===== config.mk =====
export PLATFORM = sky130hd
export DESIGN_NAME = vgc_raster
export DESIGN_NICKNAME = d
export VERILOG_FILES = /design/src/source/vgc_pkg.sv /design/src/source/vgc_raster.sv
export SDC_FILE = /design/constraint.sdc
export NUM_CORES = 1
export LEC_CHECK = 0
export BUFFER_PORTS_ARGS = -buffer_cell sky130_fd_sc_hd__clkbuf_2
export CAP_MARGIN = 40
export CELL_PAD_IN_SITES_DETAIL_PLACEMENT = 0
export CELL_PAD_IN_SITES_GLOBAL_PLACEMENT = 1
export CORE_MARGIN = 1.5
export CORE_UTILIZATION = 41
export CTS_CLUSTER_DIAMETER = 50
export DETAILED_ROUTE_END_ITERATION = 10
export PLACE_DENSITY_LB_ADDON = 0.1
export REMOVE_ABC_BUFFERS = 1
export SYNTH_ARGS = -nofsm -noshare
export SYNTH_HDL_FRONTEND = slang
export SYNTH_SLANG_ARGS = --single-unit

===== constraint.sdc =====
create_clock -name clk_vid -period 3.57 [get_ports clk_vid]
set_clock_uncertainty 0.05 [all_clocks]
set_input_delay 0.5355 -clock clk_vid [delete_from_list [all_inputs] [get_ports clk_vid]]
set_output_delay 0.5355 -clock clk_vid [all_outputs]
set_load 0.01 [all_outputs]

===== src/source/vgc_pkg.sv =====
`default_nettype none

package vgc_pkg;

	// text screen geometry, 40 x 24 cells of 7 x 8 dots
	localparam int TEXT_COLS   = 40;
	localparam int TEXT_ROWS   = 24;
	// each dot is shown for two pixels
	localparam int CELL_PIXELS = 14;
	localparam int GLYPH_BITS  = 7;

	// 4 bits per gun, as in the IIgs palette
	typedef struct packed {
		logic [3:0] r;
		logic [3:0] g;
		logic [3:0] b;
	} rgb12_t;

	// raster position
	typedef struct packed {
		logic [9:0] h;
		logic [8:0] v;
	} raster_t;

	// one glyph row of one cell, last_col marks column 39
	typedef struct packed {
		logic [GLYPH_BITS-1:0] bits;
		logic                  last_col;
	} glyph_word_t;

	// output pixel with frame and line markers in place of syncs
	typedef struct packed {
		logic       strobe;
		logic       frame_start;
		logic       line_start;
		logic [7:0] r;
		logic [7:0] g;
		logic [7:0] b;
	} vid_pixel_t;

	typedef enum logic [1:0] {
		FETCH_IDLE,
		FETCH_ADDR,
		FETCH_FONT,
		FETCH_OFFER
	} fetch_state_t;

	// fixed 16 color IIgs palette
	function automatic rgb12_t palette_rgb(input logic [3:0] idx);
		rgb12_t c;
		case (idx)
			4'h0: c = 12'h000;
			// deep red
			4'h1: c = 12'hd03;
			4'h2: c = 12'h009;
			4'h3: c = 12'hd0d;
			4'h4: c = 12'h070;
			4'h5: c = 12'h555;
			// medium and light blue
			4'h6: c = 12'h22f;
			4'h7: c = 12'h6af;
			4'h8: c = 12'h852;
			4'h9: c = 12'hf60;
			4'ha: c = 12'haaa;
			4'hb: c = 12'hf98;
			4'hc: c = 12'h0d0;
			4'hd: c = 12'hff0;
			// aquamarine, then white
			4'he: c = 12'h0f9;
			default: c = 12'hfff;
		endcase
		return c;
	endfunction

	// interleaved text page layout
	// rows come in groups of eight, groups 28h apart, rows in a group 80h apart
	function automatic logic [12:0] text_row_base(input logic [4:0] row);
		logic [12:0] base;
		base = {3'b000, row[2:0], 7'b0000000};
		case (row[4:3])
			2'd1: base = base + 13'h028;
			2'd2: base = base + 13'h050;
			default: base = base;
		endcase
		return base;
	endfunction

endpackage

`default_nettype wire


===== src/source/vgc_raster.sv =====
`default_nettype none

module vgc_raster #(
	parameter int H_TOTAL = 640,
	parameter int V_TOTAL = 224
) (
	input  wire logic             clk_vid,
	input  wire logic             rst_n,
	input  wire logic             ce_pix,
	output vgc_pkg::raster_t      pos,
	output logic                  line_begin
);

	// last pixel of a line and last line of a frame
	localparam logic [9:0] H_LAST = 10'(H_TOTAL - 1);
	localparam logic [8:0] V_LAST = 9'(V_TOTAL - 1);

	always_ff @(posedge clk_vid)
	begin
		if (!rst_n)
		begin
			pos        <= '0;
			line_begin <= 1'b0;
		end
		else
		begin
			// one clock wide, lines up with h back at 0 and the new v
			line_begin <= 1'b0;
			if (ce_pix)
			begin
				if (pos.h == H_LAST)
				begin
					pos.h      <= '0;
					line_begin <= 1'b1;
					// frame wrap
					if (pos.v == V_LAST)
						pos.v <= '0;
					else
						pos.v <= pos.v + 1'b1;
				end
				else
				begin
					pos.h <= pos.h + 1'b1;
				end
			end
		end
	end

endmodule

`default_nettype wire


==> run_results.csv <==
group,metric,value,unit
finish,nFillCells,229,
finish,layout.cells.most_common,"clkbuf_2",
synth,yosysUniqueCellTypes,32,
pwr,peakVddDrop,0.188,mV
pwr,power.leakage,0.440,nW
finish,multiInputGateArea,503,um^2
finish,seq_area,400,um^2
critical_path,cp_slowest_cell,"or4_1",
global_route,antenna_found_initial,0,
detailed_routing,drc,0,
synth,yosysTopAreaCell,"dfxtp_1",
run_status,status,"finished clean",
clock_network,h-tree-depth,1,
timing,max_freq,497,MHz
clock_network,numCtsBuffers,3,
detailed_routing,via_count,811,
timing,rsz0062_at_grt,"no",
global_route,grt_pass1_wl,3300,um
detailed_routing,routedWlPerCell,13.4,um
global_route,grt_max_degree,17,
critical_path,crit_arrival,2.20,ns
finish,area_delta_synth_final,15.5,%
synth,netlist_area,931,um^2
critical_path,cp.depth,5,
worst_hold_path,worstHoldPathCells,2,
timing,fin_tns_setup,0,ns
global_route,gr-usage-all-layers,0.172,
synth,synth_seq_area_share,0.430,
clock_network,clkTransAtPathRegs,0.11,ns
pwr,power,0.350,mW
placement,port_buffers,22,
placement,dp_hpwl,1390,um
global_route,grt_pass1_vias,716,
timing,slew_headroom,0.733,
critical_path,criticalPathCategory,"reg2reg",
floorplanning,initial_core_util,0.429,
detailed_routing,ant_nets,0,
floorplanning,ioPinCount,23,
critical_path,cp_num_buf_inv,0,
floorplanning,die-area,2570,um^2
timing,worst_slew_pin_slew,0.398,ns
critical_path,cp_slowest_stage_delay,0.54,ns
synth,syn_avg_cell_area,9.13,um^2
clock_network,cts_resized,0,
floorplanning,die_x,50.7,um
detailed_routing,vias_per_cell,5.37,
floorplanning,core_region_area,2170,um^2
finish,nNetsFinal,130,
detailed_routing,drtIter0Drc,17,
clock_network,cts.hold.buffers_added,0,
run,drv_cap,0,
timing,post-route-min-period,2.01,ns
timing,hold_violations,0,
finish,diodes,0,
critical_path,crit_family,"simple AND/OR/NAND/NOR gates",
clock_network,cts_setup_buffers,0,
clock_network,clock_latency,0.30,ns
synth,syn_inst,102,
clock_network,clock_sinks,20,
finish,fin_cells,151,
synth,ys_top_cells_by_area,"dfxtp_1, xor2_1, nand3_1, nor2_1, a21oi_1",
synth,synth_top_area_share,0.430,
finish,drive_gt1_frac,0.228,
detailed_routing,wl,2030,um
placement,placedCellCount,148,
global_route,globalRouteOverflowTotal,0,
timing,drv_slew,0,
clock_network,clock-root-buffer,"clkbuf_4",
critical_path,worstPathCellList,"ha_1 -> and4_1 -> nand3_4 -> or4_1 -> a21oi_1",
clock_network,cts.path.max_buffers,2,
detailed_routing,dr.pass1.iters,3,
timing,setup_viol,0,
pwr,power.density,326,nW/um^2
critical_path,start_kind,"flop",
floorplanning,die_h,50.7,um
worst_hold_path,hp-class,"reg2reg",
finish,final_cell_mix,"clkbuf_2, dfxtp_1, nor2_1",
critical_path,r2r_cells,5,
floorplanning,rows,17,
critical_path,cp_max_fo,16,
timing,fin_hold_ws,0.445,ns
synth,ys_ff_latch,20,
synth,ys_warn_count,0,
critical_path,cp-end-kind,"flop",
timing,timing.final.crit_share,0.563,
critical_path,required,3.76,ns
placement,gp_congestion,0.747,
clock_network,cts_tree,"yes",
## worst paths after layout
check                             from     end  slack, ns
worst min register to register  pos[7]  pos[7]       0.45
worst max register to register  pos[9]  pos[8]       1.56
worst min-delay path            pos[7]  pos[7]       0.45
worst max-delay path            pos[9]  pos[8]       1.56
## layout make-up
type | instances | area share
multi-input cells | 77 | 0.468
flip-flops and latches | 20 | 0.373
repair buffers | 22 | 0.102
well taps | 28 | 0.0326
clock buffers | 3 | 0.0210
inverters | 1 | 0.00349
## synthesized netlist by cell type
master     n
clkbuf_1   2
mux2i_1    1
inv_2      1
xnor2_1    3
or3b_1     1
buf_2      1
nor3b_2    1
ha_1       2
nand2b_1   1
o32ai_1    1
nand3_4    1
nor3_1     1
nand3b_1   1
o41ai_1    1
o21a_1     2
xor2_1     7
a211oi_1   1
dfxtp_1   20
buf_6      1
and3_1     4
o311ai_1   1
nor2_1    12
a21oi_1    6
o31ai_1    1
nand4_1    3
a41oi_1    1
o21ai_1    1
and4_1     3
or4_1      3
nand2_1    7
nand4b_1   1
nand3_1   10
## worst register-to-register path: stages (launching register included)
cell     delay [ns]
dfxtp_1        0.40
ha_1           0.20
and4_1         0.38
nand3_4        0.23
or4_1          0.54
a21oi_1        0.15
## sequential cells by signal, indices dropped and copies added, names as in the netlist
signal / count
line_begin: 1
pos: 19
## cell families (layout without fill, tap and decap cells)
logic type,Yosys count,count (layout),share of synthesized area
and+or+nand+nor,49,49,0.301
xor gates and xnor gates,10,10,0.0941
buffers and inverters,5,26,0.0296
AOI/OAI and AO/OA,15,15,0.108
muxes,1,1,0.0108
adders and majority gates,2,2,0.0269
DFF,20,20,0.430
## where the power goes
group / internal [mW] / switching, mW / total [mW]
combinational: 0.00570 / 0.00937 / 0.0151
clock: 0.0393 / 0.0682 / 0.108
sequential: 0.225 / 0.00247 / 0.228
total: 0.270 / 0.0801 / 0.350
## through the flow
stage,worst slack [ns],util,cell area [um^2]
2_1_floorplan,1.70,-,907
3_3_place_gp,1.53,0.485,1050
3_5_place_dp,1.49,0.485,1050
4_1_cts,1.55,0.495,1070
5_1_grt,1.41,0.495,1070
6_report,1.56,0.495,1070
## per-layer routing
| layer | track usage | part of all wire | up-vias |
|---|---|---|---|
| met4 | 0.0811 | 0.0084 | 0 |
| met5 | 0 | 0 | - |
| met3 | 0.0357 | 0.029 | 2 |
| met2 | 0.270 | 0.48 | 14 |
| li1 | - | - | 414 |
| met1 | 0.224 | 0.48 | 381 |
(Power assumes the default switching activity.)
