`src/source/vgc_pkg.sv`:
```
`default_nettype none

package vgc_pkg;

	// text screen geometry, 40 x 24 cells of 7 x 8 dots
	localparam int TEXT_COLS   = 40;
	localparam int TEXT_ROWS   = 24;
	// each dot is shown for two pixels
	localparam int CELL_PIXELS = 14;
	localparam int GLYPH_BITS  = 7;

	// 4 bits per gun, as in the IIgs palette
	typedef struct packed {
		logic [3:0] r;
		logic [3:0] g;
		logic [3:0] b;
	} rgb12_t;

	// raster position
	typedef struct packed {
		logic [9:0] h;
		logic [8:0] v;
	} raster_t;

	// one glyph row of one cell, last_col marks column 39
	typedef struct packed {
		logic [GLYPH_BITS-1:0] bits;
		logic                  last_col;
	} glyph_word_t;

	// output pixel with frame and line markers in place of syncs
	typedef struct packed {
		logic       strobe;
		logic       frame_start;
		logic       line_start;
		logic [7:0] r;
		logic [7:0] g;
		logic [7:0] b;
	} vid_pixel_t;

	typedef enum logic [1:0] {
		FETCH_IDLE,
		FETCH_ADDR,
		FETCH_FONT,
		FETCH_OFFER
	} fetch_state_t;

	// fixed 16 color IIgs palette
	function automatic rgb12_t palette_rgb(input logic [3:0] idx);
		rgb12_t c;
		case (idx)
			4'h0: c = 12'h000;
			// deep red
			4'h1: c = 12'hd03;
			4'h2: c = 12'h009;
			4'h3: c = 12'hd0d;
			4'h4: c = 12'h070;
			4'h5: c = 12'h555;
			// medium and light blue
			4'h6: c = 12'h22f;
			4'h7: c = 12'h6af;
			4'h8: c = 12'h852;
			4'h9: c = 12'hf60;
			4'ha: c = 12'haaa;
			4'hb: c = 12'hf98;
			4'hc: c = 12'h0d0;
			4'hd: c = 12'hff0;
			// aquamarine, then white
			4'he: c = 12'h0f9;
			default: c = 12'hfff;
		endcase
		return c;
	endfunction

	// interleaved text page layout
	// rows come in groups of eight, groups 28h apart, rows in a group 80h apart
	function automatic logic [12:0] text_row_base(input logic [4:0] row);
		logic [12:0] base;
		base = {3'b000, row[2:0], 7'b0000000};
		case (row[4:3])
			2'd1: base = base + 13'h028;
			2'd2: base = base + 13'h050;
			default: base = base;
		endcase
		return base;
	endfunction

endpackage

`default_nettype wire

```
`src/source/vgc_text_fetch.sv`:
```
`default_nettype none

module vgc_text_fetch #(
	parameter int H_BORDER = 32,
	parameter int V_BORDER = 16
) (
	input  wire logic                 clk_vid,
	input  wire logic                 rst_n,
	input  wire vgc_pkg::raster_t     pos,
	input  wire logic                 line_begin,
	input  wire logic                 page2,
	output logic [15:0]               vram_addr,
	input  wire logic [7:0]           vram_data,
	output logic [10:0]               font_raddr,
	input  wire logic [7:0]           font_rdata,
	output logic                      out_valid,
	input  wire logic                 out_ready,
	output vgc_pkg::glyph_word_t      out_word
);

	import vgc_pkg::*;

	// text window in lines, and the left border in pixels
	localparam logic [8:0] V_FIRST  = 9'(V_BORDER);
	localparam logic [8:0] V_END    = 9'(V_BORDER + TEXT_ROWS * 8);
	localparam logic [9:0] H_FIRST  = 10'(H_BORDER);
	localparam logic [5:0] COL_LAST = 6'(TEXT_COLS - 1);

	fetch_state_t state;
	logic [5:0]   col;
	logic [4:0]   text_row;
	logic [2:0]   glyph_row;
	logic [8:0]   line_ofs;
	logic         start;
	logic [15:0]  page_base;

	// line number inside the text window
	assign line_ofs = pos.v - V_FIRST;

	// only start while the left border still gives the FIFO time to fill
	assign start = line_begin && (pos.h < H_FIRST) &&
		(pos.v >= V_FIRST) && (pos.v < V_END);

	// page 1 at 400h, page 2 at 800h
	assign page_base = page2 ? 16'h0800 : 16'h0400;

	// address stays on the current column through FETCH_OFFER
	// so vram_data and the font row hold under back-pressure
	assign vram_addr = page_base + 16'(text_row_base(text_row)) + 16'(col);

	// character code goes straight into the font RAM address register
	assign font_raddr = {vram_data, glyph_row};

	// font row is out of the RAM once we reach FETCH_OFFER
	assign out_valid = (state == FETCH_OFFER);
	assign out_word  = '{
		bits:     font_rdata[GLYPH_BITS-1:0],
		last_col: (col == COL_LAST)
	};

	always_ff @(posedge clk_vid)
	begin
		if (!rst_n)
		begin
			state <= FETCH_IDLE;
			col   <= '0;
		end
		else
		begin
			case (state)
				FETCH_IDLE:
				begin
					col <= '0;
					if (start)
						state <= FETCH_ADDR;
				end
				// vram address out this clock
				FETCH_ADDR:
					state <= FETCH_FONT;
				// character code back, font lookup starts
				FETCH_FONT:
					state <= FETCH_OFFER;
				// hold the word until the FIFO takes it
				FETCH_OFFER:
				begin
					if (out_ready)
					begin
						if (col == COL_LAST)
						begin
							col   <= '0;
							state <= FETCH_IDLE;
						end
						else
						begin
							col   <= col + 1'b1;
							state <= FETCH_ADDR;
						end
					end
				end
				default:
					state <= FETCH_IDLE;
			endcase
		end
	end

	// text row and glyph row for the whole line
	always_ff @(posedge clk_vid)
	begin
		if ((state == FETCH_IDLE) && start)
		begin
			text_row  <= line_ofs[7:3];
			glyph_row <= line_ofs[2:0];
		end
	end

endmodule

`default_nettype wire

```
`config.mk`:
```
export PLATFORM = sky130hd
export DESIGN_NAME = vgc_text_fetch
export DESIGN_NICKNAME = d
export VERILOG_FILES = /design/src/source/vgc_pkg.sv /design/src/source/vgc_text_fetch.sv
export SDC_FILE = /design/constraint.sdc
export NUM_CORES = 1
export LEC_CHECK = 0
export ABC_AREA = 1
export ABC_CLOCK_PERIOD_IN_PS = 3900
export BUFFER_PORTS_ARGS = -buffer_cell sky130_fd_sc_hd__buf_2
export CAP_MARGIN = 10
export CORE_UTILIZATION = 35
export CTS_BUF_LIST = sky130_fd_sc_hd__clkbuf_2
export CTS_CLUSTER_SIZE = 12
export DETAILED_ROUTE_END_ITERATION = 8
export PLACE_DENSITY = 0.68
export SKIP_LAST_GASP = 1
export SLEW_MARGIN = 10
export SYNTH_ARGS = -nofsm -noshare
export SYNTH_HDL_FRONTEND = slang
export SYNTH_SLANG_ARGS = --single-unit
export TNS_END_PERCENT = 50
```
`constraint.sdc`:
```
create_clock -name clk_vid -period 3.9 [get_ports clk_vid]
set_input_delay 0.39 -clock clk_vid [delete_from_list [all_inputs] [get_ports clk_vid]]
set_output_delay 0.39 -clock clk_vid [all_outputs]
set_load 0.05 [all_outputs]
```
==> key figures <==
Worst setup path
  • Worst Path Required: 3.51 ns
  • CP Launch Type: flip-flop
  • CP top delay family: adder cells
  • Cells along the critical path: nor2_1, ha_1, inv_1, fa_1, o21ai_0, nand4_1, xor2_1, buf_2
  • Bufs and invs on worst path: 2
  • Crit Path Max Fanout: 2
  • Worst setup EP type: output port
  • WS Path Type: flip-flop to output port
  • Max stage delay on crit path: ~0.4 ns
  • CP arrival: 2.33 ns
  • Worst path slowest cell: edfxtp_1

Synthesis
  • Register area share after synthesis: 32.8%
  • Most frequent cell after synthesis: inv_1
  • Yosys warning total: 0
  • Post-synth EDFFs: 8
  • Synth cell count leaders: inv_1, nand2_1, buf_4
  • Synth Instances: ~160
  • #FFs+latches synth: 16
  • Post-synth top area cell: edfxtp_1
  • Post-Syn Area: between 1000 and 1500 µm²
  • Netlist cell types: 29
  • Synth top area cells: edfxtp_1, buf_4, dfxtp_1, inv_1, ha_1
  • Async SR Flop Fraction: 0%
  • Post-synth top flop: edfxtp_1
  • Synth top area share: 19.7%
  • Syn avg cell area: between 7 and 8 µm²

GRT
  • Global-route wire length before repair: approximately 2.9 mm
  • Number of global-route vias before repair: 764
  • Largest net degree at the start of global routing: 10
  • GRT Total Usage: between 10% and 20%
  • Total grt overflow: 0
  • Initial antenna violation count: 0

Routing
  • Drt pass-1 iters: 4
  • Vias: just over 900
  • Post-Route WL: between 1.5 and 2 mm
  • DR WL/cell: 8.00 µm
  • Remaining antenna violation count: 0
  • Initial DRC count: 27
  • DRC viols: 0
  • Via density: around 4.1

Status
  • Status: finished, final reports clean

Die
  • Row count: 21
  • Core area: about 3300 µm²
  • Initial Utilization: 36.6%
  • I/O pins: 76
  • Die ar.: roughly 3700 µm²
  • Die Width: ~61 µm
  • DIE HEIGHT: approximately 60 µm

STA
  • Worst-Margin Slew: ~0.63 ns
  • Final setup fails: 0
  • Final hold vios: 0
  • Worst rel slew slack: 57.9%
  • Final worst-path cycle share: 69.9%
  • Unrepaired setup endpoints after global routing: no
  • Final min period: between 2 and 3 ns
  • Skew final: about 0.016 ns
  • Max Freq: 367 MHz
  • Setup_tns: 0 ns
  • Final Max Slew Viols: 0

Pwr
  • Total power draw: 433 µW
  • Power per standard cell area: approximately 330 nW/µm²
  • Worst VDD drop: ~0.095 mV
  • Leakage Power: roughly 0.65 nW

Final layout
  • # diodes: 0
  • Synth-to-Final Area Change: 8.10%
  • Filler instances: roughly 360
  • Nets@finish: between 200 and 250
  • Share of cells above drive strength 1: 26.7%
  • Core Util, Final: about two fifths

Clock network
  • Clock tree root buffer cell: clkbuf_2
  • CTS tree: built
  • Hold Buf Count CTS: 0
  • Clock H-tree levels: 1
  • Clk Latency, worst-skew pair: 0.30 ns
  • PostCTS Resize Cnt: 0
  • CTS buffer count: 3
  • Clk sinks: 16
  • # Post-CTS Setup Buffers: 0
  • Clock slew at reported path FFs: roughly 0.14 ns
  • Max Buffers Root-to-Sink: 2

Placed design
  • Dpl hpwl: about 1.5 mm
  • Input/output buffers: 35
  • GPL Wtd Cong: approximately 0.82

Run
  • Max_cap viols: 0

Worst hold path
  • Worst hold path type: input port to flip-flop
per-layer routing:
metal  share of wire, %  GRT usage, %
met4                2.3          6.82
met1                 47          11.9
met2                 46          17.7
met3                5.0          2.73
met5                  0             0
layout by cell type (no fill, tap or decap):
cell type,synthesis,routed
buf_2,0,35
inv_1,28,28
nand2_1,23,23
nor2_1,15,15
ha_1,8,8
dfxtp_1,8,8
edfxtp_1,8,8
xor2_1,7,7
a21oi_1,7,7
nand3_1,6,6
conb_1,1,4
clkbuf_2,0,4
xnor2_1,3,3
nor3_1,3,3
o21ai_0,2,2
nand4_1,1,1
o21bai_1,1,1
o211ai_1,1,1
o21ai_2,1,1
o21ai_1,1,1
nand2_2,1,1
inv_2,1,1
nor3_2,1,1
and3_1,1,1
nand3_2,1,1
nor3b_2,1,1
or2_1,1,1
a21oi_2,1,1
nor2_2,1,1
fa_1,1,1
report_power, final:
part | internal [mW] | switching, mW | total (mW)
registers | 0.189 | 0.0104 | 0.199
logic | 0.0480 | 0.106 | 0.154
clock network | 0.0272 | 0.0533 | 0.0805
total | 0.264 | 0.169 | 0.433
through the flow:
step                      cells  hold WS, ns  cell area, µm²  worst slack [ns]
final                       222        0.287            1320              1.18
after global routing        222        0.243            1320             0.966
after CTS                   222        0.270            1320              1.16
after detailed placement    218        0.488            1300              1.51
after global placement      218        0.482            1300              1.52
after floorplan             159        0.461            1230              1.28
path summary, 6_finish.rpt:
kind                from            to  slack (ns)  cells after the start
max          text_row[4]  vram_addr[9]        1.18                      8
min reg2reg       col[1]        col[1]        0.50                      2
min               pos[1]  glyph_row[1]        0.29                      1
max reg2reg     state[0]   text_row[1]        2.34                      4
worst register-to-register path: cells and delay by family (launching register included):
family                     cells  cell delay, ns
and+or+nand+nor                1            0.51
DFF                            1            0.36
adders and majority gates      1            0.17
buffers and inverters          2            0.17
sequential cells by signal, summed over array words and instances (netlist names):
signal	cells
glyph_row	3
col	6
state	2
text_row	5
cells by family (layout without fill, tap and decap cells):
group,after synthesis,after routing,share of synthesized area [%]
AOI/OAI and AO/OA,14,14,6.77
xor gates and xnor gates,10,10,7.18
adders and majority gates,9,9,9.85
buffers and inverters,51,68,22.5
DFF,16,16,32.8
other,1,4,0.307
and+or+nand+nor,55,55,20.6
layout make-up:
type                       count  area [µm²]  share of cell area, %
clock buffer                   4        20.0                   1.52
inverter                      29         109                   8.25
multi-input combinational     92         557                   42.2
sequential                    16         400                   30.4
tap                           46        57.6                   4.36
timing repair buffer          35         175                   13.3
No activity file was read; power rests on OpenSTA's default activity.
