<file path="config.mk">
export PLATFORM = sky130hd
export DESIGN_NAME = vgc_glyph_fifo
export DESIGN_NICKNAME = d
export VERILOG_FILES = /design/src/source/vgc_pkg.sv /design/src/source/vgc_glyph_fifo.sv
export SDC_FILE = /design/constraint.sdc
export NUM_CORES = 1
export LEC_CHECK = 0
export BUFFER_PORTS_ARGS = -buffer_cell sky130_fd_sc_hd__buf_2
export CORE_MARGIN = 4
export CORE_UTILIZATION = 40
export DETAILED_ROUTE_END_ITERATION = 10
export GPL_TIMING_DRIVEN = 0
export PLACE_DENSITY = 0.69
export SLEW_MARGIN = 20
export SYNTH_ARGS = -nofsm -noshare
export SYNTH_HDL_FRONTEND = slang
export SYNTH_SLANG_ARGS = --single-unit
</file>
<file path="constraint.sdc">
create_clock -name clk_vid -period 2.3 [get_ports clk_vid]
set_clock_uncertainty 0.05 [all_clocks]
set_input_delay 0.575 -clock clk_vid [delete_from_list [all_inputs] [get_ports clk_vid]]
set_output_delay 0.575 -clock clk_vid [all_outputs]
set_load 0.005 [all_outputs]
</file>
<file path="src/source/vgc_pkg.sv">
`default_nettype none

package vgc_pkg;

	// text screen geometry, 40 x 24 cells of 7 x 8 dots
	localparam int TEXT_COLS   = 40;
	localparam int TEXT_ROWS   = 24;
	// each dot is shown for two pixels
	localparam int CELL_PIXELS = 14;
	localparam int GLYPH_BITS  = 7;

	// 4 bits per gun, as in the IIgs palette
	typedef struct packed {
		logic [3:0] r;
		logic [3:0] g;
		logic [3:0] b;
	} rgb12_t;

	// raster position
	typedef struct packed {
		logic [9:0] h;
		logic [8:0] v;
	} raster_t;

	// one glyph row of one cell, last_col marks column 39
	typedef struct packed {
		logic [GLYPH_BITS-1:0] bits;
		logic                  last_col;
	} glyph_word_t;

	// output pixel with frame and line markers in place of syncs
	typedef struct packed {
		logic       strobe;
		logic       frame_start;
		logic       line_start;
		logic [7:0] r;
		logic [7:0] g;
		logic [7:0] b;
	} vid_pixel_t;

	typedef enum logic [1:0] {
		FETCH_IDLE,
		FETCH_ADDR,
		FETCH_FONT,
		FETCH_OFFER
	} fetch_state_t;

	// fixed 16 color IIgs palette
	function automatic rgb12_t palette_rgb(input logic [3:0] idx);
		rgb12_t c;
		case (idx)
			4'h0: c = 12'h000;
			// deep red
			4'h1: c = 12'hd03;
			4'h2: c = 12'h009;
			4'h3: c = 12'hd0d;
			4'h4: c = 12'h070;
			4'h5: c = 12'h555;
			// medium and light blue
			4'h6: c = 12'h22f;
			4'h7: c = 12'h6af;
			4'h8: c = 12'h852;
			4'h9: c = 12'hf60;
			4'ha: c = 12'haaa;
			4'hb: c = 12'hf98;
			4'hc: c = 12'h0d0;
			4'hd: c = 12'hff0;
			// aquamarine, then white
			4'he: c = 12'h0f9;
			default: c = 12'hfff;
		endcase
		return c;
	endfunction

	// interleaved text page layout
	// rows come in groups of eight, groups 28h apart, rows in a group 80h apart
	function automatic logic [12:0] text_row_base(input logic [4:0] row);
		logic [12:0] base;
		base = {3'b000, row[2:0], 7'b0000000};
		case (row[4:3])
			2'd1: base = base + 13'h028;
			2'd2: base = base + 13'h050;
			default: base = base;
		endcase
		return base;
	endfunction

endpackage

`default_nettype wire

</file>
<file path="src/source/vgc_glyph_fifo.sv">
`default_nettype none

module vgc_glyph_fifo #(
	parameter int FIFO_DEPTH = 4
) (
	input  wire logic                  clk_vid,
	input  wire logic                  rst_n,
	input  wire logic                  in_valid,
	output logic                       in_ready,
	input  wire vgc_pkg::glyph_word_t  in_word,
	output logic                       out_valid,
	input  wire logic                  out_ready,
	output vgc_pkg::glyph_word_t       out_word
);

	import vgc_pkg::*;

	localparam int               PTR_W    = (FIFO_DEPTH > 1) ? $clog2(FIFO_DEPTH) : 1;
	localparam int               CNT_W    = $clog2(FIFO_DEPTH + 1);
	localparam logic [PTR_W-1:0] PTR_LAST = PTR_W'(FIFO_DEPTH - 1);
	localparam logic [CNT_W-1:0] CNT_FULL = CNT_W'(FIFO_DEPTH);

	glyph_word_t      mem [FIFO_DEPTH];
	logic [PTR_W-1:0] wr_ptr;
	logic [PTR_W-1:0] rd_ptr;
	logic [CNT_W-1:0] count;
	logic             push;
	logic             pop;

	// full and empty come from the count
	assign in_ready  = (count != CNT_FULL);
	assign out_valid = (count != '0);
	assign out_word  = mem[rd_ptr];

	assign push = in_valid && in_ready;
	assign pop  = out_valid && out_ready;

	always_ff @(posedge clk_vid)
	begin
		if (push)
			mem[wr_ptr] <= in_word;
	end

	always_ff @(posedge clk_vid)
	begin
		if (!rst_n)
		begin
			wr_ptr <= '0;
			rd_ptr <= '0;
			count  <= '0;
		end
		else
		begin
			// pointers wrap at the depth, not at a power of two
			if (push)
				wr_ptr <= (wr_ptr == PTR_LAST) ? '0 : wr_ptr + 1'b1;
			if (pop)
				rd_ptr <= (rd_ptr == PTR_LAST) ? '0 : rd_ptr + 1'b1;
			// push and pop together leave the count alone
			case ({push, pop})
				2'b10:   count <= count + 1'b1;
				2'b01:   count <= count - 1'b1;
				default: count <= count;
			endcase
		end
	end

endmodule

`default_nettype wire

</file>
==> flow_summary_export.csv, run 1 <==
group,metric,value,unit
sta,worst_slack,0.0607,ns
logic_synthesis,synth.cell_area,1650,um^2
cts,cts_made_buffers,5,
floorplan,fp.dieW,72.3,um
worst_setup_path,crit_start,"count[0]",
grt,grt_pass1_vias,956,
finish,layout-drive-gt1-share,43.8,%
grt,grt_max_degree,13,
worst_setup_path,r2r_end,"count[2]",
worst_setup_path,crit_arrival,2.41,ns
routing,wl_met2,1430,um
worst_setup_path,endpoint_kind,"register",
finish,mostFrequentLayoutCell,"edfxtp_1",
cts,cts_tree,"done",
sta,max_clock_freq,0.447,GHz
worst_setup_path,critPathKind,"register to register",
cts,h-tree-depth,2,
floorplan,row_count,23,
routing,met1Wirelength,1070,um
floorplan,die_y,72.3,um
finish,antennaDiodeCount,0,
grt,grt_pass1_wl,4510,um
sta,maxSlewHeadroom,71.5,%
finish,syn2layout_area_growth,19.1,%
cts,clock_sink_count,41,
finish,final_nets,147,
logic_synthesis,syn_area_per_cell,16.9,um^2
min_path,min_path_cells,1,
floorplan,dieArea,5230,um^2
worst_setup_path,cp-start-kind,"register",
min_path,min_from,"in_word[5]",
grt,antenna_found_initial,0,
logic_synthesis,mappedNetlistNets,117,
sta,period_minus_slack,2.24,ns
finish,final_util,49.3,%
placement,place_ws,-0.0338,ns
sta,finalCritPeriodShare,97.4,%
routing,vias,890,
cts,cts_root_buffer,"clkbuf_8",
routing,ant_nets,0,
routing,drcViolationCount,0,
routing,drt-wirelength-per-cell,15.2,um
floorplan,initial_core_util,41.4,%
sta,hold_viol,0,
grt,global_route.usage.total,11.8,%
logic_synthesis,synth-seq-cells,41,
cts,clkSlewWorstSetupHoldPaths,0.07,ns
routing,top_layer_used,"met4",
run,maxCapViolCount,0,
worst_setup_path,r2r-start,"count[0]",
logic_synthesis,ys_types,27,
placement,io_buffers,21,
routing,drt_first_pass_iters,4,
cts,worstSkewPairLatency,0.28,ns
floorplan,ios,22,
sta,rsz0062_at_grt,"no",
worst_setup_path,reg2reg_depth,9,
routing,wl_met3,202,um
logic_synthesis,synth.area.top_cells,"edfxtp_1, dfxtp_1, mux4_2",
placement,gp_congestion,0.652,
floorplan,core_area,4000,um^2
placement,hpwlAfterDp,1920,um
routing,viasPerCell,5.00,
logic_synthesis,ys_warn_count,0,
cts,postCtsHoldBufs,0,
routing,wirelength,2710,um
grt,overflow,0,
routing,first_iter_violations,51,
pwr,leakage,0.725,nW
pwr,vdd_ir_drop_max,0.482,mV
worst_setup_path,critPathRequiredTime,2.47,ns
logic_synthesis,seq_area_frac_synth,69.0,%
worst_setup_path,reg2reg_slack,0.06,ns
logic_synthesis,syn_inst,98,
sta,worst_slew_pin_slew,0.427,ns
min_path,min_path_type,"input port to register",
worst_setup_path,cp_max_fo,4,
cts,cts_buffer_depth,2,
sta,slew_violations,0,
status,status,"completed",
logic_synthesis,yosys.area.top_type,"edfxtp_1",
logic_synthesis,synth_top_area_share,58.1,%
pwr,p_per_area,1060,nW/um^2
sta,setup_violations,0,
min_path,hold_end,"mem[2][5]",
finish,final_cell_mix,"edfxtp_1, buf_2, mux4_2, nand2_1, dfxtp_1",
critical path, stage by stage (launching register included):
cell and delay [ns]:
dfxtp_2 0.33, or3b_4 0.41, and2_4 0.16, inv_2 0.06, ha_4 0.13, inv_2 0.04, fa_2 0.35, xor2_1 0.18
or3_4 0.32, a21boi_1 0.14
cell type report:
| type | count | area, um^2 |
|---|---|---|
| sequential | 41 | 1140 |
| clock inverter | 2 | 35.0 |
| tap | 50 | 62.6 |
| timing repair buffer | 25 | 135 |
| buffer | 2 | 8.76 |
| clock buffer | 5 | 68.8 |
| fill | 356 | 2030 |
| inverter | 7 | 26.3 |
| multi-input combinational | 46 | 489 |
registers in the layout, summed over array words and instances (netlist names), named ones only:
signal  count
count       3
mem        32
rd_ptr      2
wr_ptr      2
metrics by stage:
step                      instance area (um^2)  hold slack (ns)  std cells  power (mW)  TNS [ns]
after floorplan                           1680            0.418         98        1.35         0
after global placement                    1840            0.433        169        1.51         0
after detailed placement                  1840            0.449        169        1.54   -0.0338
after CTS                                 1970            0.443        178        2.12         0
after global routing                      1970            0.441        178        2.22         0
final                                     1970            0.450        178        2.09         0
layer usage:
layer	GRT usage (%)	vias to the layer above
li1	-	423
met1	13.4	442
met2	19.9	23
met3	4.99	2
met4	3.76	0
met5	0	-
what timing repair did:
item	4_1_cts	5_1_grt
resized for setup	3	0
endpoints found under the hold margin	0	0
setup endpoints to repair	1	2
buffers inserted	3	1
pin swaps	2	1
cells in the mapped netlist (all sizes together):
master	count
and2	3
a21boi	1
dfxtp	9
nor2	2
or3	2
nand4	1
clkbuf	1
o31ai	1
or3b	1
ha	6
xor2	1
inv	7
xnor2	1
and3	4
mux2i	1
fa	1
edfxtp	32
o21ai	5
nand3	2
buf	3
mux4	8
nand2	6
worst max path at each step:
stage,slack (ns),depth (start not counted),endpoint
detailed placement,-0.03,10,count[2]
finish,0.06,9,count[2]
CTS,0.04,9,count[2]
global placement,0.02,10,count[2]
floorplan,0.07,10,count[2]
global route,0.001,3,out_word[2]
report_power, final:
group	total, mW	switching (mW)	internal, mW
Sequential	0.955	0.0458	0.910
Combinational	0.597	0.274	0.322
Clock	0.541	0.226	0.315
Total	2.09	0.546	1.55
logic make-up (layout without fill, tap and decap cells):
group | Yosys count | in the layout | synth area share, %
fa+ha+maj | 7 | 7 | 5.75
simple gates | 21 | 21 | 7.26
xor+xnor | 2 | 2 | 1.06
compound gates | 7 | 7 | 2.42
flops | 41 | 41 | 69.0
buf+inv | 11 | 41 | 3.03
mux | 9 | 9 | 11.5
Power figures use the tool's default switching activity.
==> run 2: changes to the inputs <==
--- a/config.mk
+++ b/config.mk
@@ -10,7 +10,7 @@
 export CORE_UTILIZATION = 40
 export DETAILED_ROUTE_END_ITERATION = 10
 export GPL_TIMING_DRIVEN = 0
-export PLACE_DENSITY = 0.69
+export PLACE_DENSITY = 0.67
 export SLEW_MARGIN = 20
 export SYNTH_ARGS = -nofsm -noshare
 export SYNTH_HDL_FRONTEND = slang
==> constraint.sdc (replaced) <==
create_clock -name clk_vid -period 2.4 [get_ports clk_vid]
set_clock_uncertainty 0.05 [all_clocks]
set_input_delay 0.6 -clock clk_vid [delete_from_list [all_inputs] [get_ports clk_vid]]
set_output_delay 0.6 -clock clk_vid [all_outputs]
set_load 0.005 [all_outputs]
==> run 2 against run 1 <==
Compared with the run above: worst hold slack gained 0.019 ns; sequential power shrank 4.6%; worst setup slack gained 0.087 ns; combinational power shrank 3%; clock power shrank 2%; first-iteration DRC count grew 5.9%; critical path type unchanged; largest cell class unchanged; largest power group unchanged.
==> flow_summary_export.csv, run 2 (synthesis results as in run 1) <==
group,metric,value,unit
worst_setup_path,crit_arrival,2.42,ns
finish,final_cell_mix,"edfxtp_1, buf_2, mux4_2, inv_1",
worst_setup_path,endpoint_kind,"register",
grt,use_met1,13.5,%
floorplan,row_count,23,
finish,multi_input_area,483,um^2
pwr,vdd_ir_drop_max,0.492,mV
worst_setup_path,cp_max_fo,3,
cts,clock_sink_count,41,
grt,grt_pass1_wl,4550,um
grt,antenna_found_initial,0,
floorplan,initial_core_util,41.4,%
cts,cts_root_buffer,"clkbuf_8",
sta,worst_slew_pin_slew,0.542,ns
worst_setup_path,r2r-start,"count[1]",
placement,io_buffers,21,
grt,overflow,0,
worst_setup_path,crit_start,"count[1]",
grt,global_route.usage.total,11.6,%
placement,placed_cell_area,1820,um^2
routing,viasPerCell,4.90,
finish,antennaDiodeCount,0,
finish,syn2layout_area_growth,20.4,%
worst_setup_path,path_common_cell,"inv_1",
sta,slew_violations,0,
min_path,min_path_type,"register to register",
grt,grt_use_met3,3.32,%
floorplan,fp.dieW,72.3,um
run,maxCapViolCount,0,
routing,wirelength,2760,um
sta,fin_tns_setup,0,ns
sta,setup_violations,0,
worst_setup_path,reg2reg_slack,0.15,ns
cts,postCtsHoldBufs,0,
sta,rsz0062_at_grt,"no",
grt,grt_use_met2,20.4,%
floorplan,core_area,4000,um^2
pwr,power.total,2.02,mW
worst_setup_path,critPathRequiredTime,2.57,ns
grt,grt_pass1_vias,992,
cts,cts_made_buffers,5,
sta,finalCritPeriodShare,93.8,%
worst_setup_path,r2r_end,"count[2]",
finish,fill_cells,332,
floorplan,die_y,72.3,um
finish,largest_reg_flops,32,
routing,first_iter_violations,54,
pwr,p_per_area,1010,nW/um^2
cts,cts_buffer_depth,2,
routing,drt_first_pass_iters,3,
routing,drt-wirelength-per-cell,15.1,um
grt,grt.busiest_layer,"met2",
grt,grt_max_degree,14,
floorplan,dieArea,5230,um^2
cts,clkSlewWorstSetupHoldPaths,0.07,ns
sta,hold_viol,0,
finish,regMostFlops,"mem",
worst_setup_path,cp_slowest_cell,"or3b_4",
pwr,leakage,0.736,nW
sta,maxSlewHeadroom,63.8,%
status,status,"completed",
cts,worstSkewPairLatency,0.28,ns
worst_setup_path,reg2reg_depth,9,
routing,vias,891,
routing,drcViolationCount,0,
min_path,min_from,"wr_ptr[0]",
finish,final_area,1990,um^2
finish,stdcell_count,182,
sta,period_minus_slack,2.25,ns
placement,gp_congestion,0.656,
placement,place_inst,169,
cts,h-tree-depth,2,
routing,ant_nets,0,
finish,layout-drive-gt1-share,43.2,%
finish,mostFrequentLayoutCell,"edfxtp_1",
sta,max_clock_freq,0.444,GHz
floorplan,ios,22,
worst_setup_path,cp_slowest_stage_delay,0.40,ns
min_path,hold_end,"wr_ptr[0]",
finish,seq_area,1150,um^2
finish,largestRegisters,"mem (32), count (3)",
min_path,min_path_cells,2,
worst_setup_path,cp-start-kind,"register",
worst_setup_path,crit_chain,"or3b_4 -> and2_4 -> inv_1 -> ha_2 -> inv_1 -> fa_2 -> xor2_1 -> or3_4 -> a21boi_2",
cts,cts_tree,"done",
worst_setup_path,critPathKind,"register to register",
finish,final_nets,150,
placement,hpwlAfterDp,1890,um
==> run 2: cell count changes in the layout (fill, tap and decap cells not counted) <==
cell	before	now
buf_4	4	6
a21boi_2	0	1
clkinvlp_4	0	1
ha_2	0	1
clkinv_2	1	0
dfxtp_4	0	1
inv_2	2	0
a21boi_1	1	0
clkinv_1	0	1
ha_4	1	0
dfxtp_2	3	2
buf_1	0	1
inv_1	5	7
==> run 2: critical path, delay by kind of cell (launching register included) <==
family / cells / cell delay, ns
adder cells (fa/ha/maj): 2 / 0.50
buffers and inverters: 2 / 0.11
AND/OR/NAND/NOR: 3 / 0.91
AO/OA/AOI/OAI: 1 / 0.13
flip-flops: 1 / 0.33
XOR/XNOR: 1 / 0.16
==> run 2: what timing repair did <==
item	in CTS	in global routing
buffers inserted	4	2
setup endpoints to repair	1	1
pin swaps	3	2
hold endpoints to repair	0	0
resized for setup	7	3
==> run 2: worst max path at each step <==
stage | to | slack, ns | cells after the start
after floorplan | count[2] | 0.005 | 10
after global placement | count[2] | -0.08 | 10
after detailed placement | count[2] | -0.14 | 10
after CTS | count[2] | 0.02 | 9
after global routing | count[2] | 0.06 | 9
final | count[2] | 0.15 | 9
==> run 2: power breakdown <==
group	switching (mW)	leakage, nW	internal [mW]
clock	0.223	0.0518	0.306
sequential	0.0372	0.369	0.874
combinational	0.272	0.315	0.310
==> run 2: final cells by class <==
cell class	count	share of cell area, %
buffer	3	0.628
clock buffer	5	3.45
tap	50	3.14
clock inverter	3	2.07
timing repair buffer	27	7.54
sequential	41	57.6
inverter	7	1.32
multi-input combinational	46	24.2
==> run 2: through the flow <==
step,setup WS [ns],hold slack [ns],util [%]
after global routing,0.0631,0.466,49.8
after floorplan,0.00538,0.418,-
after detailed placement,-0.140,0.458,45.5
final,0.148,0.469,49.8
after CTS,0.0250,0.468,49.1
after global placement,-0.0772,0.435,45.5
==> run 2: per-layer routing <==
layer	part of all wire, %	vias up
li1	-	429
met1	43	442
met2	52	18
met3	4.4	2
met4	0.33	0
met5	0	-
