[src/source/vgc_pkg.sv]
`default_nettype none

package vgc_pkg;

	// text screen geometry, 40 x 24 cells of 7 x 8 dots
	localparam int TEXT_COLS   = 40;
	localparam int TEXT_ROWS   = 24;
	// each dot is shown for two pixels
	localparam int CELL_PIXELS = 14;
	localparam int GLYPH_BITS  = 7;

	// 4 bits per gun, as in the IIgs palette
	typedef struct packed {
		logic [3:0] r;
		logic [3:0] g;
		logic [3:0] b;
	} rgb12_t;

	// raster position
	typedef struct packed {
		logic [9:0] h;
		logic [8:0] v;
	} raster_t;

	// one glyph row of one cell, last_col marks column 39
	typedef struct packed {
		logic [GLYPH_BITS-1:0] bits;
		logic                  last_col;
	} glyph_word_t;

	// output pixel with frame and line markers in place of syncs
	typedef struct packed {
		logic       strobe;
		logic       frame_start;
		logic       line_start;
		logic [7:0] r;
		logic [7:0] g;
		logic [7:0] b;
	} vid_pixel_t;

	typedef enum logic [1:0] {
		FETCH_IDLE,
		FETCH_ADDR,
		FETCH_FONT,
		FETCH_OFFER
	} fetch_state_t;

	// fixed 16 color IIgs palette
	function automatic rgb12_t palette_rgb(input logic [3:0] idx);
		rgb12_t c;
		case (idx)
			4'h0: c = 12'h000;
			// deep red
			4'h1: c = 12'hd03;
			4'h2: c = 12'h009;
			4'h3: c = 12'hd0d;
			4'h4: c = 12'h070;
			4'h5: c = 12'h555;
			// medium and light blue
			4'h6: c = 12'h22f;
			4'h7: c = 12'h6af;
			4'h8: c = 12'h852;
			4'h9: c = 12'hf60;
			4'ha: c = 12'haaa;
			4'hb: c = 12'hf98;
			4'hc: c = 12'h0d0;
			4'hd: c = 12'hff0;
			// aquamarine, then white
			4'he: c = 12'h0f9;
			default: c = 12'hfff;
		endcase
		return c;
	endfunction

	// interleaved text page layout
	// rows come in groups of eight, groups 28h apart, rows in a group 80h apart
	function automatic logic [12:0] text_row_base(input logic [4:0] row);
		logic [12:0] base;
		base = {3'b000, row[2:0], 7'b0000000};
		case (row[4:3])
			2'd1: base = base + 13'h028;
			2'd2: base = base + 13'h050;
			default: base = base;
		endcase
		return base;
	endfunction

endpackage

`default_nettype wire

[src/source/vgc_pixel_out.sv]
`default_nettype none

module vgc_pixel_out #(
	parameter int H_BORDER = 32,
	parameter int V_BORDER = 16
) (
	input  wire logic                  clk_vid,
	input  wire logic                  rst_n,
	input  wire logic                  ce_pix,
	input  wire vgc_pkg::raster_t      pos,
	input  wire logic [7:0]            text_color,
	input  wire logic [3:0]            border_color,
	input  wire logic                  in_valid,
	output logic                       in_ready,
	input  wire vgc_pkg::glyph_word_t  in_word,
	output vgc_pkg::vid_pixel_t        pixel
);

	import vgc_pkg::*;

	// 560 x 192 text window
	localparam logic [9:0] H_FIRST  = 10'(H_BORDER);
	localparam logic [9:0] H_END    = 10'(H_BORDER + TEXT_COLS * CELL_PIXELS);
	localparam logic [8:0] V_FIRST  = 9'(V_BORDER);
	localparam logic [8:0] V_END    = 9'(V_BORDER + TEXT_ROWS * 8);
	localparam logic [3:0] CNT_LAST = 4'(CELL_PIXELS - 1);

	logic                  in_win;
	logic                  cell_first;
	logic [3:0]            cnt;
	logic [GLYPH_BITS-1:0] glyph_q;
	logic                  have_q;
	logic [GLYPH_BITS-1:0] cur_bits;
	logic                  glyph_ok;
	logic                  glyph_bit;
	logic [3:0]            color_idx;
	rgb12_t                rgb;
	logic                  strobe_q;
	logic                  frame_q;
	logic                  line_q;
	logic [7:0]            r_q;
	logic [7:0]            g_q;
	logic [7:0]            b_q;

	assign in_win = (pos.h >= H_FIRST) && (pos.h < H_END) &&
		(pos.v >= V_FIRST) && (pos.v < V_END);

	// pop at the left edge of every cell
	assign cell_first = in_win && (cnt == 4'd0);
	assign in_ready   = ce_pix && cell_first;

	// first pixel of a cell reads the FIFO word directly
	assign cur_bits = cell_first ? in_word.bits : glyph_q;
	assign glyph_ok = cell_first ? in_valid : have_q;

	// two pixels per dot, bit 0 leftmost
	assign glyph_bit = cur_bits[cnt[3:1]];

	// clear bit shows the text color, set bit the background
	// a missing word shows background for the whole cell
	always_comb
	begin
		if (!in_win)
			color_idx = border_color;
		else if (!glyph_ok || glyph_bit)
			color_idx = text_color[3:0];
		else
			color_idx = text_color[7:4];
	end

	assign rgb = palette_rgb(color_idx);

	always_ff @(posedge clk_vid)
	begin
		if (!rst_n)
		begin
			cnt      <= '0;
			have_q   <= 1'b0;
			strobe_q <= 1'b0;
			frame_q  <= 1'b0;
			line_q   <= 1'b0;
		end
		else
		begin
			// markers follow the position one clock later
			strobe_q <= ce_pix;
			frame_q  <= ce_pix && (pos.h == '0) && (pos.v == '0);
			line_q   <= ce_pix && (pos.h == '0);
			if (ce_pix)
			begin
				if (!in_win)
				begin
					cnt <= '0;
				end
				else
				begin
					cnt <= (cnt == CNT_LAST) ? 4'd0 : cnt + 1'b1;
					if (cell_first)
						have_q <= in_valid;
				end
			end
		end
	end

	// glyph row for the rest of the cell, and the output color
	always_ff @(posedge clk_vid)
	begin
		if (ce_pix && cell_first)
			glyph_q <= in_word.bits;
		if (ce_pix)
		begin
			// 4 bit guns widened by repeating the nibble
			r_q <= {rgb.r, rgb.r};
			g_q <= {rgb.g, rgb.g};
			b_q <= {rgb.b, rgb.b};
		end
	end

	assign pixel = '{
		strobe:      strobe_q,
		frame_start: frame_q,
		line_start:  line_q,
		r:           r_q,
		g:           g_q,
		b:           b_q
	};

endmodule

`default_nettype wire

[config.mk]
export PLATFORM = sky130hd
export DESIGN_NAME = vgc_pixel_out
export DESIGN_NICKNAME = d
export VERILOG_FILES = /design/src/source/vgc_pkg.sv /design/src/source/vgc_pixel_out.sv
export SDC_FILE = /design/constraint.sdc
export NUM_CORES = 1
export LEC_CHECK = 0
export ABC_AREA = 1
export BUFFER_PORTS_ARGS = -buffer_cell sky130_fd_sc_hd__buf_2
export CORE_MARGIN = 2
export CORE_UTILIZATION = 49
export CTS_CLUSTER_SIZE = 20
export DETAILED_ROUTE_END_ITERATION = 8
export GPL_TIMING_DRIVEN = 0
export PLACE_DENSITY_LB_ADDON = 0.15
export SETUP_SLACK_MARGIN = 0.15
export SLEW_MARGIN = 20
export SYNTH_ARGS = -nofsm -noshare
export SYNTH_HDL_FRONTEND = slang
export SYNTH_SLANG_ARGS = --single-unit
[constraint.sdc]
create_clock -name clk_vid -period 3.2 [get_ports clk_vid]
set_input_delay 0.32 -clock clk_vid [delete_from_list [all_inputs] [get_ports clk_vid]]
set_output_delay 0.32 -clock clk_vid [all_outputs]
set_load 0.05 [all_outputs]
==> results list, run 1 <==
- Result of the run: finished, final reports clean
- List of cells traversed by the critical path: clkbuf_4 -> inv_1 -> ha_1 -> inv_1 -> nor3_4 -> nand2_4 -> nand2_1 -> nand2_1 -> nand2_1 -> a21oi_4 -> nand2_2 -> nand2_1 -> nand3_1 -> nand2_2 -> inv_1 -> ha_1 -> inv_1 -> nand3_1 -> nor2_4 -> a21oi_1
- In this run the number of H-tree levels came out at 1.
- Max-cap violations: 0
* Critical R2R Launch: cnt[1]$_SDFFE_PN0P_
* Final antenna diode count: 0
* Hold Violations, Final: 0
- Setup violations remaining at the end of the flow were counted as 0.
- Counting every instance in the synthesized netlist gives 216.
- In this run, distinct cell masters in the synthesized netlist total 36.
* Worst min-delay path endpoint: glyph_q[3]$_DFFE_PP_
* Area of the mapped netlist: 1800 um^2
- The clock period could shrink to 2840 ps.
* Maximum vdd ir drop: 0.000225 V
- The die covers 4170 um^2.
- Wires add up to 3390 um.
* Die height: 64.6 um
- Number of cells on the worst reg-to-reg path: 20
* Routed via count: 1574
- Static timing analysis puts the maximum clock frequency at 352 MHz.
- Cell types with the largest area share after synthesis: edfxtp_1 32%, nand2_1 11%, dfxtp_1 8.9%
- The critical path in this run is classified as flop to flop.
* Setup slack of the worst register-to-register path: 360 ps
- The number of hold buffers added after CTS was 0.
- TritonCTS built the clock tree.
- The sequential cells in the finished layout cover a total of 731 um^2.
- The share of the Yosys chip area taken by registers is 0.406.
- The worst setup path is captured at a flop.
* Via count of the first global-routing pass: 1332
- Clock insertion delay at the later pin of the skew report: 270 ps
* Origin of the worst min-delay path: in_word[4]
* Final nets: 339
- Worst hold slack: 219 ps
- Area share of the largest cell type after synthesis: 0.317
* TritonCTS buffer count: 3
- The tightest min-delay check is of the input pin to flop type.
- The first TritonRoute pass finished after 4 iterations.
* Maximum number of pins on one net before global-route repair: 16
- The clock passes through at most 2 buffers.
- The number of setup buffers added after CTS is 0.
- The wire-length estimate of the detail-placed layout is 2750 um.
- Power spread over the standard cell area amounts to 423 nW/um^2.
- Unrepaired setup endpoints after global routing: no
- Flop and latch count out of synthesis: 27
- The worst setup path is launched from a flop.
- Max transition margin: 0.586
- From left edge to right edge, the die measures 64.6 um.
- The initial antenna violation count was 0.
* Total of buffers placed on input and output ports: 69
* Critical path data arrival time: 2870 ps
- Cell taking the most area after synthesis: edfxtp_1
- Number of nets in the synthesized netlist: 265
- Clock tree root buffer cell: clkbuf_8
- Syn-to-layout area delta: 25.7%
* Number of filler cells placed in the layout: 355
- Of all nets on the critical path, the largest fanout is 9.
* Fraction of layout instances using a drive strength above 1: 0.405
- Residual DRC count: 0
- 71 I/O pins were placed.
- Clock skew: 2.66 ps
- After floorplanning, the core was divided into 22 placement rows.
* Slowest CP cell: dfxtp_1
* Avg Cell Area, Syn: 8.33 um^2
- The congestion estimate from routability-driven global placement came to 0.836.
- LEAKAGE: 1.16 nW
* Total power of the final layout: 0.000957 W
- Worst hold path cell count: 1
* Total grt overflow: 0
- Portion of the clock cycle consumed by the worst path in the final layout: 0.889
- Clock-pin slew was measured on the worst setup and hold paths at 90 ps.
- The Yosys step of the flow raised 0 warnings.
- Initial Utilization: 0.499
* Global-route usage over all layers: 0.167
- The number of max-slew violations in the final report came to 0.
- The first routing iteration left 30 violations.
* Capturing point of the worst reg2reg path: r_q[4]$_DFFE_PP_
* First-pass GRT wire length: 5430 um
- # resized after CTS: 0
- Adding up every negative setup slack in the final design gives 0 ps.
- The total area inside the core boundary comes to 3610 um^2.
- Required time worst endpoint: 3230 ps
- Multi-input gate area: 826 um^2
- The count of nets left with antenna violations once routing finished came out at 0.
* Largest stage delay on the critical path: 340 ps
- Transition time at the pin with the least slew margin: 619 ps
* Per-cell via count in the routed design: 4.67
* Per-cell routed wire length: 10.1 um
- CTS Sinks: 27
-- registers in the layout, summed over array words and instances, names as in the netlist --
register	flops
b_q	4
g_q	4
frame_q	1
have_q	1
line_q	1
strobe_q	1
glyph_q	7
r_q	4
cnt	4
-- logic make-up after synthesis --
logic type,count (synthesis),synth area share
simple gates,113,0.334
buf+inv,50,0.140
flops,27,0.406
compound gates,17,0.0626
fa+ha+maj,6,0.0417
mux,2,0.0111
xor+xnor,1,0.00487
-- critical path: cells and delay by family (launching register included) --
kind / cells / cell delay [ps]
adder cells (fa/ha/maj): 2 / 400
AND/OR/NAND/NOR: 11 / 1020
flip-flops: 1 / 340
buffers and inverters: 5 / 570
AO/OA/AOI/OAI: 2 / 250
-- cells in the mapped netlist (all sizes together) --
cell / number
o211ai: 1
a311oi: 1
dfxtp: 8
inv: 32
nor2: 18
buf: 17
o21ai: 6
o21a: 1
nor3: 1
nand3: 22
xor2: 1
nand4: 3
ha: 6
clkbuf: 1
nand3b: 5
edfxtp: 19
a21oi: 8
nand2: 61
nor4: 2
or4: 1
mux2i: 2
-- routing by layer --
layer	global-route usage	vias up	routed length [um]
met5	0	-	0
met4	0.0718	0	48
met3	0.0260	4	191
met2	0.301	51	1740
met1	0.197	689	1410
li1	-	830	-
-- power breakdown --
| group | total (W) | leakage [nW] | switching (W) | internal [W] |
|---|---|---|---|---|
| logic | 0.000354 | 0.884 | 0.000245 | 0.000109 |
| clock network | 0.000190 | 0.0255 | 0.000103 | 0.0000872 |
| registers | 0.000413 | 0.248 | 0.00000966 | 0.000404 |
-- area by class of cell --
class / instances / share of cell area
multi-input cells: 139 / 0.365
clock buffers: 3 / 0.0183
inverters: 32 / 0.0553
flip-flops and latches: 27 / 0.323
clock inverters: 1 / 0.00221
plain buffers: 18 / 0.0570
repair buffers: 69 / 0.153
well taps: 48 / 0.0265
-- worst max path at each step --
stage | start | end | slack (ps) | cells past startpoint
after CTS | cnt[1]$_SDFFE_PN0P_ | g_q[5]$_DFFE_PP_ | 270 | 19
after detailed placement | cnt[1]$_SDFFE_PN0P_ | g_q[5]$_DFFE_PP_ | 310 | 19
after floorplan | cnt[1]$_SDFFE_PN0P_ | g_q[5]$_DFFE_PP_ | 660 | 19
after global routing | cnt[1]$_SDFFE_PN0P_ | r_q[4]$_DFFE_PP_ | 150 | 20
after global placement | cnt[1]$_SDFFE_PN0P_ | g_q[5]$_DFFE_PP_ | 330 | 19
final | cnt[1]$_SDFFE_PN0P_ | r_q[4]$_DFFE_PP_ | 360 | 20
-- cell usage in the layout, fill, tap and decap left out, types with 2 or more instances in the layout --
master	n
buf_2	70
dfxtp_1	8
nor2_1	13
nand2_2	8
nand4_1	3
mux2i_1	2
clkbuf_8	3
nand3_2	2
nand2_4	2
o21ai_0	2
buf_4	15
edfxtp_1	19
nand2_1	50
inv_2	3
inv_1	28
nand3_1	19
o21ai_1	3
a21oi_1	6
nor2_2	2
nor4_1	2
ha_1	6
nand3b_1	5
nor2_4	2
-- metrics by stage --
stage	setup slack (ps)	std cells	instance area [um^2]	utilization
3_5_place_dp	309	333	2200	0.611
6_report	356	337	2260	0.627
3_3_place_gp	334	333	2200	0.611
2_1_floorplan	661	216	1800	-
4_1_cts	265	337	2250	0.624
5_1_grt	151	337	2260	0.627
Note: power is estimated with default switching activity, not from simulation.
==> inputs of run 2 (changes only) <==
- CORE_ASPECT_RATIO: not set -> 0.7
==> run 2 against run 1 <==
Global-route usage up 1.6 points. Hold slack gained 1.9 ps. First-iteration DRC count rose by 110%. Critical path type unchanged. Wire length is 3.2% higher. Non-clock buffer count unchanged. Count of clock-buffer cells in the layout unchanged. Sequential share of layout area down 0.16 points. Worst setup slack improved by 66 ps. Die area up 0.19%.
==> results list, run 2 (synthesized netlist as in run 1, its figures left out) <==
- Result of the run: finished, final reports clean (unchanged)
- List of cells traversed by the critical path: buf_6 -> inv_1 -> ha_1 -> inv_1 -> nor3_4 -> nand2_4 -> nand2_1 -> nand2_1 -> nand2_1 -> a21oi_4 -> nand2_2 -> nand2_1 -> nand3_1 -> nand2_4 -> inv_1 -> ha_1 -> nand3_1 -> nand2_1 -> nand2_1 -> nand2_1 (was clkbuf_4 -> inv_1 -> ha_1 -> inv_1 -> nor3_4 -> nand2_4 -> nand2_1 -> nand2_1 -> nand2_1 -> a21oi_4 -> nand2_2 -> nand2_1 -> nand3_1 -> nand2_2 -> inv_1 -> ha_1 -> inv_1 -> nand3_1 -> nor2_4 -> a21oi_1)
* Slowest CP cell: dfxtp_2 (was dfxtp_1)
- Endpoint kind of the worst setup timing path: flop (unchanged)
- Final nets: 339 (unchanged)
- The kind of start point of the critical path was a flop (unchanged).
* Maximum operating frequency: 360 MHz (was 352 MHz)
- Max transition margin: 0.559 (was 0.586)
* Initial DRT Pass Iterations: 4 (unchanged)
- The setup skew after layout is 2.51 ps (was 2.66 ps).
- The post-route fraction of the period consumed by the critical path is 0.868 (was 0.889).
- The worst hold slack after final layout came to 221 ps (was 219 ps).
* Maximum vdd ir drop: 0.000291 V (was 0.000225 V)
* Via count of the first global-routing pass: 1417 (was 1332)
* Commonest non-fill, non-tap cells in the layout: 70 x buf_2, 50 x nand2_1, 28 x inv_1, 19 x nand3_1, 19 x edfxtp_1 (unchanged)
- The number of H-tree branching levels is 1 (unchanged).
- The critical-path maximum fanout is 9 (unchanged).
- The arrival time of the worst setup path came to 2810 ps (was 2870 ps).
- LEAKAGE: 1.16 nW (about the same)
- Floorplan die area: 4180 um^2 (was 4170 um^2)
- The starting density of the core is 0.512 (was 0.499).
* Iter 0 DRT Violations: 63 (was 30)
- Per-cell routed wire length: 10.3 um (was 10.1 um)
- Max-cap violations: 0 (unchanged)
- The maximum number of pins on one net before global-route repair was 17 (was 16).
* Cell repeated most along the worst path: nand2_1
- Post-route minimum period: 2780 ps (was 2840 ps)
* Fraction of layout instances using a drive strength above 1: 0.408 (was 0.405)
- Largest stage delay on the critical path: 350 ps (was 340 ps)
- Final Non-Filler Cells: 339 (was 337)
* Clock buffer depth: 2 (unchanged)
* Total of buffers placed on input and output ports: 69 (unchanged)
* First-pass GRT wire length: 6070 um (was 5430 um)
- Unrepaired setup endpoints after global routing: no (unchanged)
- Number of flip-flops in the largest register: 7 (unchanged)
* CTS Sinks: 27 (unchanged)
- Hold Violations, Final: 0 (unchanged)
* Total routed wirelength: 3500 um (was 3390 um)
- The total global routing overflow is 0 (unchanged).
* Commonest non-fill, non-tap cell in the layout: buf_2 (unchanged)
- The largest register by flop count was glyph_q (unchanged).
* Top delay family on crit path: simple AND/OR/NAND/NOR gates (unchanged)
- The clock insertion delay at the later pin of the skew report is 270 ps (about the same).
- TritonCTS buffer count: 3 (unchanged)
* Final setup violation count: 0 (unchanged)
- The start-to-end type of the worst setup path was flop to flop (unchanged).
* Clock tree root buffer cell: clkbuf_8 (unchanged)
- The clock tree from TritonCTS is built (unchanged).
- The required time of the critical path is 3230 ps (about the same).
- The transition at the pin with the smallest max-transition slack is 659 ps (was 619 ps).
- Per-cell via count in the routed design: 4.60 (was 4.67)
- The core box area came to 3510 um^2 (was 3610 um^2).
* Horizontal extent of the die: 76.4 um (was 64.6 um)
- The area overhead of the layout relative to synthesis came to 26.6% (was 25.7%).
- The number of max-slew violations in the final report was 0 (unchanged).
* Residual antenna-violating net count after detailed routing: 0 (unchanged)
* Final antenna diode count: 0 (unchanged)
- The worst min-delay path class was input pin to flop (unchanged).
- The all-layer global routing usage is 0.183 (was 0.167).
- The smallest setup slack after layout is 422 ps (was 356 ps).
* Routed via count: 1558 (was 1574)
* Post-CTS setup repair buffer count: 0 (unchanged)
- The initial antenna violation count is 0 (unchanged).
- The total instance count after detailed placement came to 335 (was 333).
* Row count: 18 (was 22)
* Buffer and inverter count on the worst path: 4 (was 5)
- The final HPWL from detailed placement was 2800 um (was 2750 um).
* Die height: 54.7 um (was 64.6 um)
- The summed negative setup slack over all endpoints was 0 ps (unchanged).
- The detailed-route DRC error count is 0 (unchanged).
- Worst slack at placement: 317 ps (was 309 ps)
- Total power per unit cell area: 423 nW/um^2 (about the same)
- The I/O pin count was 71 (unchanged).
* Clk pin slew, worst setup/hold paths: 90 ps (about the same)
- Placer congestion estimate: 0.857 (was 0.836)
[run 2: where the power goes]
| group | switching, W | internal (W) | leakage, nW |
|---|---|---|---|
| clock network | 0.000103 | 0.0000882 | 0.0217 |
| logic | 0.000249 | 0.000109 | 0.887 |
| registers | 0.0000100 | 0.000404 | 0.249 |
| total | 0.000362 | 0.000601 | 1.16 |
[run 2: layer usage]
metal / vias up / wire length (um) / global-route usage
li1: 830 / - / -
met4: 0 / 0 / 0.0182
met2: 58 / 1490 / 0.322
met3: 0 / 251 / 0.0413
met1: 670 / 1760 / 0.246
met5: - / 0 / 0
[run 2: through the flow]
stage | instance area (um^2) | util | power, W
finish | 2280 | 0.648 | 0.000963
global placement | 2210 | 0.628 | 0.000774
global route | 2280 | 0.648 | 0.00103
floorplan | 1800 | - | 0.000694
detailed placement | 2210 | 0.628 | 0.000778
CTS | 2260 | 0.642 | 0.000975
[run 2: worst paths after layout]
check                                    startpoint  slack, ps  cells after the start              endpoint
worst max register to register  cnt[1]$_SDFFE_PN0P_        420                     20      g_q[5]$_DFFE_PP_
worst min register to register  have_q$_SDFFE_PN0P_        500                      2   have_q$_SDFFE_PN0P_
worst max-delay path            cnt[1]$_SDFFE_PN0P_        420                     20      g_q[5]$_DFFE_PP_
worst min-delay path                     in_word[7]        220                      1  glyph_q[6]$_DFFE_PP_
[run 2: worst reg2reg max path: stages (launching register included)]
cell and delay [ps]:
dfxtp_2 350, buf_6 140, inv_1 90, ha_1 180
inv_1 110, nor3_4 70, nand2_4 130, nand2_1 60
nand2_1 50, nand2_1 80, a21oi_4 220, nand2_2 110
nand2_1 80, nand3_1 110, nand2_4 130, inv_1 100
ha_1 280, nand3_1 110, nand2_1 70, nand2_1 50
nand2_1 50
[run 2: area by class of cell]
type | count | area [um^2]
flip-flops and latches | 27 | 732
repair buffers | 69 | 345
inverters | 32 | 125
clock buffers | 3 | 41.3
plain buffers | 18 | 133
fillers | 311 | 1240
well taps | 50 | 62.6
multi-input cells | 139 | 831
clock inverters | 1 | 7.51
[run 2: timing repair]
| action | CTS | global route |
|---|---|---|
| endpoints found under the hold margin | 0 | 0 |
| hold buffers | 0 | 0 |
| endpoints found under the setup margin | 0 | 5 |
| resized for setup | 0 | 7 |
